==> config.mk <==
export PLATFORM = sky130hd
export DESIGN_NAME = sd_spi_host
export DESIGN_NICKNAME = d
export VERILOG_FILES = /design/src/hdl/sd_spi_pkg.sv /design/src/hdl/sd_spi_host.sv /design/src/hdl/sd_spi_shifter.sv /design/src/hdl/sd_spi_cmd_seq.sv /design/src/hdl/sd_spi_reg_front.sv
export SDC_FILE = /design/constraint.sdc
export NUM_CORES = 1
export LEC_CHECK = 0
export BUFFER_PORTS_ARGS = -buffer_cell sky130_fd_sc_hd__buf_2
export CAP_MARGIN = 20
export CORE_ASPECT_RATIO = 0.5
export CORE_UTILIZATION = 58
export CTS_CLUSTER_DIAMETER = 120
export DETAILED_ROUTE_END_ITERATION = 8
export HOLD_SLACK_MARGIN = 0.08
export PLACE_DENSITY = 0.84
export SLEW_MARGIN = 15
export SYNTH_ARGS = -nofsm -noshare
export SYNTH_HDL_FRONTEND = slang
export SYNTH_HIERARCHICAL = 1
export SYNTH_SLANG_ARGS = --single-unit
==> constraint.sdc <==
create_clock -name clk_i -period 3.6 [get_ports clk_i]
set_input_delay 0.72 -clock clk_i [delete_from_list [all_inputs] [get_ports clk_i]]
set_output_delay 0.72 -clock clk_i [all_outputs]
set_load 0.01 [all_outputs]
==> src/hdl/sd_spi_pkg.sv <==
/*
 * SD card SPI host, shared definitions
 * Bus widths, register map, SD command table and the structs
 * for bus requests, bus responses and SPI frames
 */
package sd_spi_pkg;

    ////////////////////////////////////////
    // Widths
    ////////////////////////////////////////
    localparam int ADDR_W = 32;
    localparam int DATA_W = 32;
    localparam int DIV_W  = 8;     // SPI half period divider
    localparam int LEN_W  = 6;     // Last bit index of a frame
    localparam int STEP_W = 3;     // Frame counter in the sequencer

    localparam logic [LEN_W-1:0] LAST_WORD = 6'd31;
    localparam logic [LEN_W-1:0] LAST_BYTE = 6'd7;

    ////////////////////////////////////////
    // Register map
    ////////////////////////////////////////
    localparam logic [ADDR_W-1:0] OFS_INIT   = 32'h0000_0000;
    localparam logic [ADDR_W-1:0] OFS_CMD0   = 32'h0000_0004;
    localparam logic [ADDR_W-1:0] OFS_CMD8   = 32'h0000_0008;
    localparam logic [ADDR_W-1:0] OFS_CMD58  = 32'h0000_000C;
    localparam logic [ADDR_W-1:0] OFS_CMD59  = 32'h0000_0010;
    localparam logic [ADDR_W-1:0] OFS_ACMD41 = 32'h0000_0014;
    localparam logic [ADDR_W-1:0] OFS_BAUD   = 32'h0000_0018;

    localparam logic [ADDR_W-1:0] READ_BASE = 32'h1000_0000;
    localparam logic [ADDR_W-1:0] READ_LAST = 32'h1FFF_FFFC;

    localparam logic [DIV_W-1:0]  DIV_RESET   = 8'h19;
    localparam int                INIT_FRAMES = 4;
    localparam logic [DATA_W-1:0] IDLE_WORD   = 32'hFFFF_FFFF;

    // Decoded bus operation
    typedef enum logic [3:0] {
        OP_NONE,
        OP_INIT,
        OP_CMD0,
        OP_CMD8,
        OP_CMD58,
        OP_CMD59,
        OP_ACMD41,
        OP_BAUD,
        OP_READ
    } cmd_op_e;

    // One 48-bit SD command, start and end bits included
    typedef struct packed {
        logic [7:0]  idx;
        logic [31:0] arg;
        logic [7:0]  crc;
    } sd_cmd_t;

    localparam sd_cmd_t SD_CMD0   = '{idx: 8'h40, arg: 32'h0000_0000, crc: 8'h95};
    localparam sd_cmd_t SD_CMD8   = '{idx: 8'h48, arg: 32'h0000_01AA, crc: 8'h87};
    localparam sd_cmd_t SD_CMD55  = '{idx: 8'h77, arg: 32'h0000_0000, crc: 8'h01};
    localparam sd_cmd_t SD_ACMD41 = '{idx: 8'h69, arg: 32'h4000_0000, crc: 8'h01};
    localparam sd_cmd_t SD_CMD58  = '{idx: 8'h7A, arg: 32'h0000_0000, crc: 8'h01};
    localparam sd_cmd_t SD_CMD59  = '{idx: 8'h7B, arg: 32'h0000_0000, crc: 8'h91};
    localparam logic [7:0] CMD17_IDX = 8'h51;   // Argument filled in at run time
    localparam logic [7:0] CMD17_CRC = 8'h01;

    // One frame for the shifter, MSB of data goes out first
    typedef struct packed {
        logic [DATA_W-1:0] data;
        logic [LEN_W-1:0]  last;
        logic              drive;     // Clear keeps MOSI high
        logic              cs_high;   // Clock with chip select released
    } spi_frame_t;

    typedef struct packed {
        logic              req;
        logic              we;
        logic [ADDR_W-1:0] addr;
        logic [DATA_W-1:0] wdata;
    } bus_req_t;

    typedef struct packed {
        logic              gnt;
        logic [DATA_W-1:0] rdata;
    } bus_rsp_t;

endpackage
==> src/hdl/sd_spi_host.sv <==
/*
 * SD card host in SPI mode
 * Top level: bus front end, command sequencer and SPI shifter
 */
`timescale 1ns/1ps

module sd_spi_host (
    input  logic                  clk_i,
    input  logic                  rst_n_i,
    input  sd_spi_pkg::bus_req_t  bus_req_i,
    output sd_spi_pkg::bus_rsp_t  bus_rsp_o,
    input  logic                  miso_i,
    output logic                  sclk_o,
    output logic                  mosi_o,
    output logic                  cs_n_o
);

    sd_spi_pkg::cmd_op_e              op;
    logic [sd_spi_pkg::DATA_W-1:0]    arg;
    logic                             start;
    logic [sd_spi_pkg::DIV_W-1:0]     div;
    logic                             seq_done;
    logic [sd_spi_pkg::DATA_W-1:0]    result;
    sd_spi_pkg::spi_frame_t           frame;
    logic                             frame_valid;
    logic                             frame_done;
    logic [sd_spi_pkg::DATA_W-1:0]    rx_word;

    sd_spi_reg_front u_reg_front (
        .clk_i      (clk_i),
        .rst_n_i    (rst_n_i),
        .bus_req_i  (bus_req_i),
        .seq_done_i (seq_done),
        .result_i   (result),
        .bus_rsp_o  (bus_rsp_o),
        .op_o       (op),
        .arg_o      (arg),
        .start_o    (start),
        .div_o      (div)
    );

    sd_spi_cmd_seq u_cmd_seq (
        .clk_i         (clk_i),
        .rst_n_i       (rst_n_i),
        .op_i          (op),
        .arg_i         (arg),
        .start_i       (start),
        .frame_done_i  (frame_done),
        .rx_word_i     (rx_word),
        .frame_o       (frame),
        .frame_valid_o (frame_valid),
        .seq_done_o    (seq_done),
        .result_o      (result)
    );

    sd_spi_shifter u_shifter (
        .clk_i         (clk_i),
        .rst_n_i       (rst_n_i),
        .div_i         (div),
        .frame_i       (frame),
        .frame_valid_i (frame_valid),
        .miso_i        (miso_i),
        .frame_done_o  (frame_done),
        .rx_word_o     (rx_word),
        .sclk_o        (sclk_o),
        .mosi_o        (mosi_o),
        .cs_n_o        (cs_n_o)
    );

endmodule

==> src/hdl/sd_spi_shifter.sv <==
/*
 * SD SPI shifter
 * Mode 0 serializer with programmable SCLK divider and chip select
 * that stays low across back-to-back frames
 */
`timescale 1ns/1ps

module sd_spi_shifter (
    input  logic                              clk_i,
    input  logic                              rst_n_i,
    input  logic [sd_spi_pkg::DIV_W-1:0]      div_i,
    input  sd_spi_pkg::spi_frame_t            frame_i,
    input  logic                              frame_valid_i,
    input  logic                              miso_i,
    output logic                              frame_done_o,
    output logic [sd_spi_pkg::DATA_W-1:0]     rx_word_o,
    output logic                              sclk_o,
    output logic                              mosi_o,
    output logic                              cs_n_o
);

    logic                             busy_q;
    logic                             sclk_q;
    logic                             done_q;
    logic                             cs_act_q;
    logic                             drive_q;
    logic [sd_spi_pkg::DIV_W-1:0]     half_cnt_q;
    logic [sd_spi_pkg::LEN_W-1:0]     bit_cnt_q;
    logic [sd_spi_pkg::DATA_W-1:0]    tx_q;
    logic [sd_spi_pkg::DATA_W-1:0]    rx_q;
    logic                             accept;
    logic                             tick;

    assign accept = frame_valid_i & ~busy_q;
    assign tick   = busy_q & (half_cnt_q == '0);   // End of a half period

    ////////////////////////////////////////
    // Clock and bit counting
    ////////////////////////////////////////
    always_ff @(posedge clk_i) begin
        if (!rst_n_i) begin
            busy_q     <= 1'b0;
            sclk_q     <= 1'b0;
            done_q     <= 1'b0;
            cs_act_q   <= 1'b0;
            half_cnt_q <= '0;
            bit_cnt_q  <= '0;
        end else begin
            done_q <= 1'b0;
            if (accept) begin
                busy_q     <= 1'b1;
                half_cnt_q <= div_i;
                bit_cnt_q  <= frame_i.last;
                cs_act_q   <= ~frame_i.cs_high;
            end else if (busy_q) begin
                if (tick) begin
                    half_cnt_q <= div_i;
                    sclk_q     <= ~sclk_q;
                    if (sclk_q) begin                 // Falling edge
                        bit_cnt_q <= bit_cnt_q - 1'b1;
                        if (bit_cnt_q == '0) begin
                            busy_q <= 1'b0;
                            done_q <= 1'b1;
                        end
                    end
                end else begin
                    half_cnt_q <= half_cnt_q - 1'b1;
                end
            end else if (!done_q) begin
                // No follow-up frame, release chip select
                cs_act_q <= 1'b0;
            end
        end
    end

    ////////////////////////////////////////
    // Data path
    ////////////////////////////////////////
    always_ff @(posedge clk_i) begin
        if (accept) begin
            tx_q    <= frame_i.data;
            rx_q    <= '0;              // Short frames come back zero-extended
            drive_q <= frame_i.drive;
        end else if (tick) begin
            if (sclk_q) tx_q <= {tx_q[sd_spi_pkg::DATA_W-2:0], 1'b1};
            else        rx_q <= {rx_q[sd_spi_pkg::DATA_W-2:0], miso_i};
        end
    end

    assign mosi_o       = (busy_q & drive_q) ? tx_q[sd_spi_pkg::DATA_W-1] : 1'b1;
    assign sclk_o       = sclk_q;
    assign cs_n_o       = ~cs_act_q;
    assign frame_done_o = done_q;
    assign rx_word_o    = rx_q;

endmodule

==> src/hdl/sd_spi_cmd_seq.sv <==
/*
 * SD SPI command sequencer
 * Walks the frame sequence of one operation and builds each
 * frame from the SD command table
 */
`timescale 1ns/1ps

module sd_spi_cmd_seq (
    input  logic                              clk_i,
    input  logic                              rst_n_i,
    input  sd_spi_pkg::cmd_op_e               op_i,
    input  logic [sd_spi_pkg::DATA_W-1:0]     arg_i,
    input  logic                              start_i,
    input  logic                              frame_done_i,
    input  logic [sd_spi_pkg::DATA_W-1:0]     rx_word_i,
    output sd_spi_pkg::spi_frame_t            frame_o,
    output logic                              frame_valid_o,
    output logic                              seq_done_o,
    output logic [sd_spi_pkg::DATA_W-1:0]     result_o
);

    typedef enum logic [2:0] {
        FR_CMD_HI,   // 0xFF, index, upper argument half
        FR_CMD_LO,   // Lower argument half, CRC, 0xFF
        FR_R8,
        FR_R32,
        FR_IDLE
    } frame_kind_e;

    sd_spi_pkg::cmd_op_e              op_q;
    logic [sd_spi_pkg::DATA_W-1:0]    arg_q;
    logic [sd_spi_pkg::DATA_W-1:0]    result_q;
    logic [sd_spi_pkg::STEP_W-1:0]    step_q;      // Frames left
    logic [sd_spi_pkg::STEP_W-1:0]    frame_cnt;
    logic                             send_q;
    logic                             done_q;
    sd_spi_pkg::sd_cmd_t              cmd;
    frame_kind_e                      kind;

    // Number of frames per operation
    always_comb begin
        case (op_i)
            sd_spi_pkg::OP_INIT:   frame_cnt = sd_spi_pkg::STEP_W'(sd_spi_pkg::INIT_FRAMES);
            sd_spi_pkg::OP_CMD8,
            sd_spi_pkg::OP_CMD58:  frame_cnt = 3'd4;
            sd_spi_pkg::OP_ACMD41: frame_cnt = 3'd6;
            sd_spi_pkg::OP_READ:   frame_cnt = 3'd5;
            default:               frame_cnt = 3'd3;   // CMD0, CMD59
        endcase
    end

    ////////////////////////////////////////
    // Step to frame kind
    ////////////////////////////////////////
    always_comb begin
        cmd  = sd_spi_pkg::SD_CMD0;
        kind = FR_IDLE;
        case (op_q)
            sd_spi_pkg::OP_CMD0, sd_spi_pkg::OP_CMD59: begin
                if (op_q == sd_spi_pkg::OP_CMD59) cmd = sd_spi_pkg::SD_CMD59;
                case (step_q)
                    3'd3:    kind = FR_CMD_HI;
                    3'd2:    kind = FR_CMD_LO;
                    default: kind = FR_R8;
                endcase
            end
            sd_spi_pkg::OP_CMD8, sd_spi_pkg::OP_CMD58: begin
                cmd = (op_q == sd_spi_pkg::OP_CMD8) ? sd_spi_pkg::SD_CMD8 : sd_spi_pkg::SD_CMD58;
                case (step_q)
                    3'd4:    kind = FR_CMD_HI;
                    3'd3:    kind = FR_CMD_LO;
                    3'd2:    kind = FR_R8;
                    default: kind = FR_R32;       // OCR or echo tail
                endcase
            end
            sd_spi_pkg::OP_ACMD41: begin
                // CMD55 first, then ACMD41
                cmd = (step_q > 3'd3) ? sd_spi_pkg::SD_CMD55 : sd_spi_pkg::SD_ACMD41;
                case (step_q)
                    3'd6, 3'd3: kind = FR_CMD_HI;
                    3'd5, 3'd2: kind = FR_CMD_LO;
                    default:    kind = FR_R8;
                endcase
            end
            sd_spi_pkg::OP_READ: begin
                cmd = '{idx: sd_spi_pkg::CMD17_IDX, arg: arg_q, crc: sd_spi_pkg::CMD17_CRC};
                case (step_q)
                    3'd5:    kind = FR_CMD_HI;
                    3'd4:    kind = FR_CMD_LO;
                    3'd1:    kind = FR_R32;       // First data word
                    default: kind = FR_R8;        // R1, then start token
                endcase
            end
            default: kind = FR_IDLE;
        endcase
    end

    always_comb begin
        frame_o.data    = sd_spi_pkg::IDLE_WORD;
        frame_o.last    = sd_spi_pkg::LAST_WORD;
        frame_o.drive   = 1'b0;
        frame_o.cs_high = 1'b0;
        case (kind)
            FR_CMD_HI: begin
                frame_o.data  = {8'hFF, cmd.idx, cmd.arg[31:16]};
                frame_o.drive = 1'b1;
            end
            FR_CMD_LO: begin
                frame_o.data  = {cmd.arg[15:0], cmd.crc, 8'hFF};
                frame_o.drive = 1'b1;
            end
            FR_R8:   frame_o.last = sd_spi_pkg::LAST_BYTE;
            FR_R32:  frame_o.last = sd_spi_pkg::LAST_WORD;
            default: frame_o.cs_high = 1'b1;     // Power-up clocks
        endcase
    end

    always_ff @(posedge clk_i) begin
        if (!rst_n_i) begin
            op_q   <= sd_spi_pkg::OP_NONE;
            step_q <= '0;
            send_q <= 1'b0;
            done_q <= 1'b0;
        end else begin
            send_q <= 1'b0;        // Shifter is idle whenever a frame is offered
            done_q <= 1'b0;
            if (start_i) begin
                op_q   <= op_i;
                step_q <= frame_cnt;
                send_q <= 1'b1;
            end else if (frame_done_i) begin
                step_q <= step_q - 1'b1;
                if (step_q == 3'd1) done_q <= 1'b1;
                else                send_q <= 1'b1;
            end
        end
    end

    always_ff @(posedge clk_i) begin
        if (start_i)      arg_q    <= arg_i;
        if (frame_done_i) result_q <= rx_word_i;
    end

    assign frame_valid_o = send_q;
    assign seq_done_o    = done_q;
    assign result_o      = result_q;

endmodule

==> src/hdl/sd_spi_reg_front.sv <==
/*
 * SD SPI host bus front end
 * Decodes the register offset into an operation, keeps the SPI
 * divider and answers the bus with a one-cycle grant
 */
`timescale 1ns/1ps

module sd_spi_reg_front (
    input  logic                              clk_i,
    input  logic                              rst_n_i,
    input  sd_spi_pkg::bus_req_t              bus_req_i,
    input  logic                              seq_done_i,
    input  logic [sd_spi_pkg::DATA_W-1:0]     result_i,
    output sd_spi_pkg::bus_rsp_t              bus_rsp_o,
    output sd_spi_pkg::cmd_op_e               op_o,
    output logic [sd_spi_pkg::DATA_W-1:0]     arg_o,
    output logic                              start_o,
    output logic [sd_spi_pkg::DIV_W-1:0]      div_o
);

    logic                            req_q;
    logic                            new_req;
    logic                            edge_q;
    logic                            frame_op;
    logic                            gnt_q;
    logic [sd_spi_pkg::DATA_W-1:0]   rdata_q;
    logic [sd_spi_pkg::DATA_W-1:0]   arg_q;
    logic [sd_spi_pkg::DIV_W-1:0]    div_q;
    sd_spi_pkg::cmd_op_e             op_d;
    sd_spi_pkg::cmd_op_e             op_q;

    assign new_req = bus_req_i.req & ~req_q;   // Rising edge only

    ////////////////////////////////////////
    // Offset decode
    ////////////////////////////////////////
    always_comb begin
        op_d = sd_spi_pkg::OP_NONE;
        case (bus_req_i.addr)
            sd_spi_pkg::OFS_INIT:   op_d = sd_spi_pkg::OP_INIT;
            sd_spi_pkg::OFS_CMD0:   op_d = sd_spi_pkg::OP_CMD0;
            sd_spi_pkg::OFS_CMD8:   op_d = sd_spi_pkg::OP_CMD8;
            sd_spi_pkg::OFS_CMD58:  op_d = sd_spi_pkg::OP_CMD58;
            sd_spi_pkg::OFS_CMD59:  op_d = sd_spi_pkg::OP_CMD59;
            sd_spi_pkg::OFS_ACMD41: op_d = sd_spi_pkg::OP_ACMD41;
            sd_spi_pkg::OFS_BAUD: begin
                if (bus_req_i.we) op_d = sd_spi_pkg::OP_BAUD;
            end
            default: begin
                // Writes into the read window fall through as no-ops
                if (!bus_req_i.we && bus_req_i.addr >= sd_spi_pkg::READ_BASE &&
                    bus_req_i.addr <= sd_spi_pkg::READ_LAST) begin
                    op_d = sd_spi_pkg::OP_READ;
                end
            end
        endcase
    end

    assign frame_op = (op_q != sd_spi_pkg::OP_NONE) && (op_q != sd_spi_pkg::OP_BAUD);

    always_ff @(posedge clk_i) begin
        if (!rst_n_i) begin
            req_q  <= 1'b0;
            edge_q <= 1'b0;
            gnt_q  <= 1'b0;
            op_q   <= sd_spi_pkg::OP_NONE;
            div_q  <= sd_spi_pkg::DIV_RESET;
        end else begin
            req_q  <= bus_req_i.req;
            edge_q <= new_req;
            if (new_req) op_q <= op_d;
            if (edge_q && op_q == sd_spi_pkg::OP_BAUD) begin
                div_q <= bus_req_i.wdata[sd_spi_pkg::DIV_W-1:0];
            end
            // Register-only ops finish here, the rest wait for the sequencer
            gnt_q <= (edge_q & ~frame_op) | seq_done_i;
        end
    end

    always_ff @(posedge clk_i) begin
        if (new_req) arg_q <= {2'b00, bus_req_i.addr[sd_spi_pkg::ADDR_W-1:2]};
        rdata_q <= seq_done_i ? result_i : sd_spi_pkg::IDLE_WORD;
    end

    assign start_o         = edge_q & frame_op;
    assign op_o            = op_q;
    assign arg_o           = arg_q;
    assign div_o           = div_q;
    assign bus_rsp_o.gnt   = gnt_q;
    assign bus_rsp_o.rdata = rdata_q;

endmodule

### Word-level counts from Yosys, hierarchy flattened

Index checks and enable logic that the tools add are counted.

* bits in latches: 0
* output and inout port bits: 36
* word-level logic and storage cells: 144
* memory bits (read-only): 0
* memories kept: 0
* bits of input ports: 69
* flip-flop bits (word level): 231
* memory bits (writable): 0

* $lt $le $gt $ge: 3
* shift-type cells: 0
* $mul: 0
* multiplexer cells: 42
* reductions and logical operators: 28
* bitwise logic cells: 16
* divide/modulo/power cells: 0
* eq/ne operators: 30
* add/subtract/negate cells: 3

Operators with widths (number)
* case mux 48 bit (4 select lines): 1
* == test 32 x 5 -> 1 bit, second input constant: 3
* 2-to-1 mux 32 bit: 3
* 2-to-1 mux 46 bit: 2
* == test 32 x 4 -> 1 bit, second input constant: 2
* case mux 32 bit (2 select lines): 1
* 2-to-1 mux 45 bit: 1
* == test 32 x 3 -> 1 bit, second input constant: 1
* greater-or-equal comparator 32 x 29 -> 1 bit, second input constant: 1
* <= comparator 32 x 29 -> 1 bit, second input constant: 1
* logical NOT 32 bit: 1
* case mux 4 bit (7 select lines): 1
* == test 4 x 3 -> 1 bit, second input constant: 6
* 2-to-1 mux 6 bit: 4
* 2-to-1 mux 8 bit: 3
* 2-to-1 mux 1 bit: 15
* == test 3 x 2 -> 1 bit, second input constant: 4
* == test 4 x 2 -> 1 bit, second input constant: 3
* case mux 2 bit (3 select lines): 2
* case mux 3 bit (4 select lines): 1
* OR reduction 2 bit: 5
* == test 3 bit, second input constant: 3
* 2-to-1 mux 3 bit: 3
* NOT 1 bit: 9
* other kinds (27): 46

### Logic depth before layout (Yosys ltp)

* depth in word-level cells: 7
* depth in mapped cells: 10
* mapped depth without buffers: 9

### Hierarchy

Netlist, hierarchy kept.

Modules (own cells, without submodules)
* sd_spi_shifter: area an instance 3560.9 sq um, cells each 406, seq. area each 1991.9 sq um, times used 1
* sd_spi_cmd_seq: area an instance 3194.3 sq um, cells each 244, seq. area each 2102.0 sq um, times used 1
* sd_spi_reg_front: area an instance 2519.9 sq um, cells each 185, seq. area each 1841.8 sq um, times used 1

### Worst setup path after synthesis

Ideal clock, no wire load.

* path type: flip-flop to flip-flop
* from: reg u_reg_front.op_q[2] (netlist: u_reg_front/op_o[2])
* to: reg u_cmd_seq/step_q[0] (netlist bit)
* arrival: 2.876 ns
* cell stages (with the launch flop): 7
* library setup time: 0.116 ns
* slack: 0.608 ns
* period minus slack after synthesis: 2.992 ns
* cell sequence: dfxtp_1 or3_1 a21oi_1 nor2b_1 clkbuf_1 inv_1 o211a_1

* longest elaborated chain between the ends: 4
* elaborated cells between the ends (all ways): 13
* those cells by class: 6 x eq/ne; 2 x mux; 1 x bitwise; 4 x reduce/logical

RTL lines
* from (decl): line sd_spi_reg_front.sv:30 `sd_spi_pkg::cmd_op_e op_q;`
* from (signal assigned): line sd_spi_reg_front.sv:66 `op_q <= sd_spi_pkg::OP_NONE;`
* from (signal assigned): line sd_spi_reg_front.sv:71 `if (new_req) op_q <= op_d;`
* inequality test 4 x 3 -> 1 bit or nonzero test 4 bit (tied branches): line sd_spi_reg_front.sv:59 `assign frame_op = (op_q != sd_spi_pkg::OP_NONE) && (op_q != sd_spi_pkg::OP_BAUD);`
* logical AND 1 bit (*): line sd_spi_reg_front.sv:59
* AND 1 bit (*): line sd_spi_reg_front.sv:85 `assign start_o = edge_q & frame_op;`
* named net start: line sd_spi_host.sv:20 `logic start;`
* 2-to-1 mux 3 bit or nonzero test 2 bit (tied branches)
* to (signal assigned): line sd_spi_cmd_seq.sv:129 `step_q <= frame_cnt;`
* to (signal assigned): line sd_spi_cmd_seq.sv:132 `step_q <= step_q - 1'b1;`
* to (decl): line sd_spi_cmd_seq.sv:33 `logic [sd_spi_pkg::STEP_W-1:0] step_q;`

The timed path passes the listed nets; every way through them passes the cells marked *.
A chain may end at the register's enable or synchronous reset.

==> impl_metrics.csv <==
group,metric,value,unit
timing,whs,0.408,ns
die,core_area,15500,µm²
finish,area_delta_synth_final,12.8,%
power_and_ir_drop,p_int,4.10,mW
logic_synthesis,synth_flop_cell,"edfxtp_1",
timing,slew_headroom,0.445,
cts,cts_max_level,1,
die,ioPinCount,105,
logic_synthesis,synthCells,835,
timing,clock_skew,0.0128,ns
finish,layout_common_cells,"nand2_1 (198), edfxtp_1 (127), dfxtp_1 (106)",
power_and_ir_drop,swShare,0.190,
finish,finalNetCount,981,
timing,period_needed,2.94,ns
global_routing,antenna_found_initial,0,
timing,final-setup-viol-count,0,
timing,rsz0062_at_grt,"false",
detailed_routing,ant_nets,0,
detailed_routing,wl_per_cell,15.2,µm
critical_path,startpoint_type,"flip-flop",
die,rows,32,
power_and_ir_drop,p_leak,3.63,nW
critical_path,cp-end-kind,"flip-flop",
critical_path,critical_path.max_fanout,22,
timing,tightest_slew,0.832,ns
placement,dp.cells,1084,
logic_synthesis,synth_cell_types,72,
timing,final_hold_viol_count,0,
cts,hold_buffers,0,
critical_path,cp_common_cell,"nand2_1",
detailed_routing,wirelength,17.0,mm
job,maxCapViolations,0,
power_and_ir_drop,power_frac_comb,0.015,
cts,cts_buffers,20,
detailed_routing,drt_iter0_markers,516,
logic_synthesis,synth.avg_cell_area,11.1,µm²
logic_synthesis,ys_seq_elements,233,
timing,period_share,0.816,
global_routing,grt_max_degree,36,
power_and_ir_drop,ir_worst_vdd,0.383,mV
critical_path,crit_family,"simple AND/OR/NAND/NOR gates",
global_routing,grt_pass1_vias,5778,
timing,finalSetupTns,0,ns
critical_path,cp.arrival,3.20,ns
cts,root_buffer,"clkbuf_16",
global_routing,grt_pass1_wl,27.8,mm
timing,finalMaxSlewViolations,0,
power_and_ir_drop,power.total,5.06,mW
power_and_ir_drop,power_frac_seq,0.558,
finish,diodes,0,
finish,instances_no_fill,1121,
cts,cts.sinks,233,
outcome,outcome,"finished, final reports clean",
worst_hold_path,hold_class,"in2reg",
logic_synthesis,synth_async_sr_flop_share,0,
logic_synthesis,synth_area,9280,µm²
finish,drive_gt1_frac,0.149,
critical_path,path_class,"reg2reg",
detailed_routing,vias_per_cell,5.53,
detailed_routing,route.vias.total,6194,
cts,cts_tree,"built",
timing,clock.fmax,0.340,GHz
detailed_routing,drc,0,
critical_path,path_buf_inv,2,
logic_synthesis,synth_warnings,6,
die,fp.dieH,91.4,µm
placement,place.port_buffers,80,
die,initial_core_util,0.599,
detailed_routing,firstDrtPassIters,5,
critical_path,cpPeakStageDelay,0.79,ns
power_and_ir_drop,switching_power,0.963,mW
cts,path_clk_slew,0.07,ns
critical_path,critPathRequiredTime,3.86,ns
die,fp.dieW,181,µm
die,dieArea,16500,µm²
finish,layout_commonest_cell,"nand2_1",
cts,clkLatencyLatePin,0.50,ns
placement,gp_congestion,0.818,
power_and_ir_drop,clkPwrFrac,0.426,
power_and_ir_drop,powerDensity,484,nW/µm²
cts,postCtsSetupBuffers,0,
logic_synthesis,synth_enable_flop_cells,127,
critical_path,critPathSlowestCell,"and3b_1",
global_routing,grtUsageTotal,0.209,
cts,cts_buffer_depth,3,
cts,cts-resized-gates,0,
logic_synthesis,seq_area_frac_synth,0.640,
global_routing,gr-total-overflow,0,
placement,dp_hpwl,10.7,mm
critical_path,path_cells,"inv_1 -> ha_1 -> inv_2 -> a211oi_1 -> o32ai_1 -> and3b_1 -> o311ai_0 -> nand2_1 -> nand2_1",
## synth_stat cells (7+ instances only)
| cell type | number | area share |
|---|---|---|
| a21o_1 | 10 | 0.0081 |
| a21oi_1 | 62 | 0.033 |
| buf_2 | 10 | 0.0054 |
| buf_4 | 9 | 0.0073 |
| clkbuf_1 | 26 | 0.011 |
| dfxtp_1 | 106 | 0.23 |
| edfxtp_1 | 127 | 0.41 |
| ha_1 | 9 | 0.012 |
| inv_1 | 15 | 0.0061 |
| mux2i_1 | 15 | 0.016 |
| nand2_1 | 198 | 0.080 |
| nand2b_1 | 39 | 0.026 |
| nand3_1 | 25 | 0.013 |
| nand4_1 | 11 | 0.0074 |
| nor2_1 | 15 | 0.0061 |
| nor2b_1 | 17 | 0.011 |
| nor3_1 | 12 | 0.0065 |
| nor4_1 | 7 | 0.0047 |
| o21ai_0 | 16 | 0.0086 |
## logic make-up (layout without fill, tap and decap cells)
family,Yosys count,count (layout),share of synthesized area
compound gates,131,131,0.0881
xor+xnor,9,9,0.00850
fa+ha+maj,9,9,0.0121
buf+inv,68,147,0.0357
flops,233,233,0.640
mux,17,17,0.0186
other cells,3,6,0.00121
simple gates,365,365,0.196
## path summary, 6_finish.rpt
kind / cells after the start / endpoint / from / slack (ns)
worst min register to register: 0 / u_cmd_seq/arg_q[13] / u_reg_front/arg_o[13] / 0.41
worst min-delay path: 1 / u_reg_front/arg_o[27] / bus_req_i[61] / 0.41
worst max register to register: 9 / u_shifter/tx_q[18] / u_cmd_seq/step_q[0] / 0.66
worst max-delay path: 9 / u_shifter/tx_q[18] / u_cmd_seq/step_q[0] / 0.66
## worst reg2reg max path: cells and delay by family (launching register included)
| family | cells | cell delay (ns) |
|---|---|---|
| adder cells (fa/ha/maj) | 1 | 0.28 |
| AO/OA/AOI/OAI | 3 | 0.80 |
| AND/OR/NAND/NOR | 3 | 0.96 |
| flip-flops | 1 | 0.42 |
| buffers and inverters | 2 | 0.24 |
## power by group through the flow
| stage | logic [mW] | registers, mW | clock network [mW] |
|---|---|---|---|
| after global placement | 0.0740 | 2.88 | 0 |
| final | 0.0777 | 2.82 | 2.16 |
| after CTS | 0.0777 | 2.82 | 2.20 |
| after global routing | 0.0859 | 2.82 | 2.30 |
| after floorplan | 0.0362 | 2.88 | 0 |
| after detailed placement | 0.0767 | 2.88 | 0 |
## per-stage QoR
step	util	instance area [µm²]	worst slack, ns
floorplan	-	9290	0.608
global placement	0.632	9790	0.821
detailed placement	0.632	9790	0.810
CTS	0.674	10400	0.701
global route	0.675	10500	0.479
finish	0.675	10500	0.661
## layout make-up
type / instances / area [µm²]
Tap cell: 204 / 255
Sequential cell: 233 / 5940
Inverter: 17 / 63.8
Clock buffer: 28 / 572
Multi-Input combinational cell: 537 / 3040
Clock inverter: 8 / 83.8
Timing Repair Buffer: 94 / 513
Fill cell: 1158 / 5030
## routing by layer
metal,GRT usage,share of wire,vias up
met5,0,0,-
met4,0.0620,0.016,0
met3,0.0421,0.067,27
met2,0.341,0.46,235
met1,0.283,0.45,2884
li1,-,-,3048
## sequential cells by signal, summed over array words and instances (netlist names), 3 cells and up
register              count
u_cmd_seq/result_o       32
u_reg_front/op_o          4
u_shifter/rx_word_o      32
u_cmd_seq/step_q          3
u_cmd_seq/op_q            4
u_shifter/tx_q           32
u_reg_front/div_o         8
u_reg_front/arg_o        30
u_reg_front/rdata_q      32
u_shifter/bit_cnt_q       6
u_cmd_seq/arg_q          32
u_shifter/half_cnt_q      8
Power figures use the tool's default switching activity.
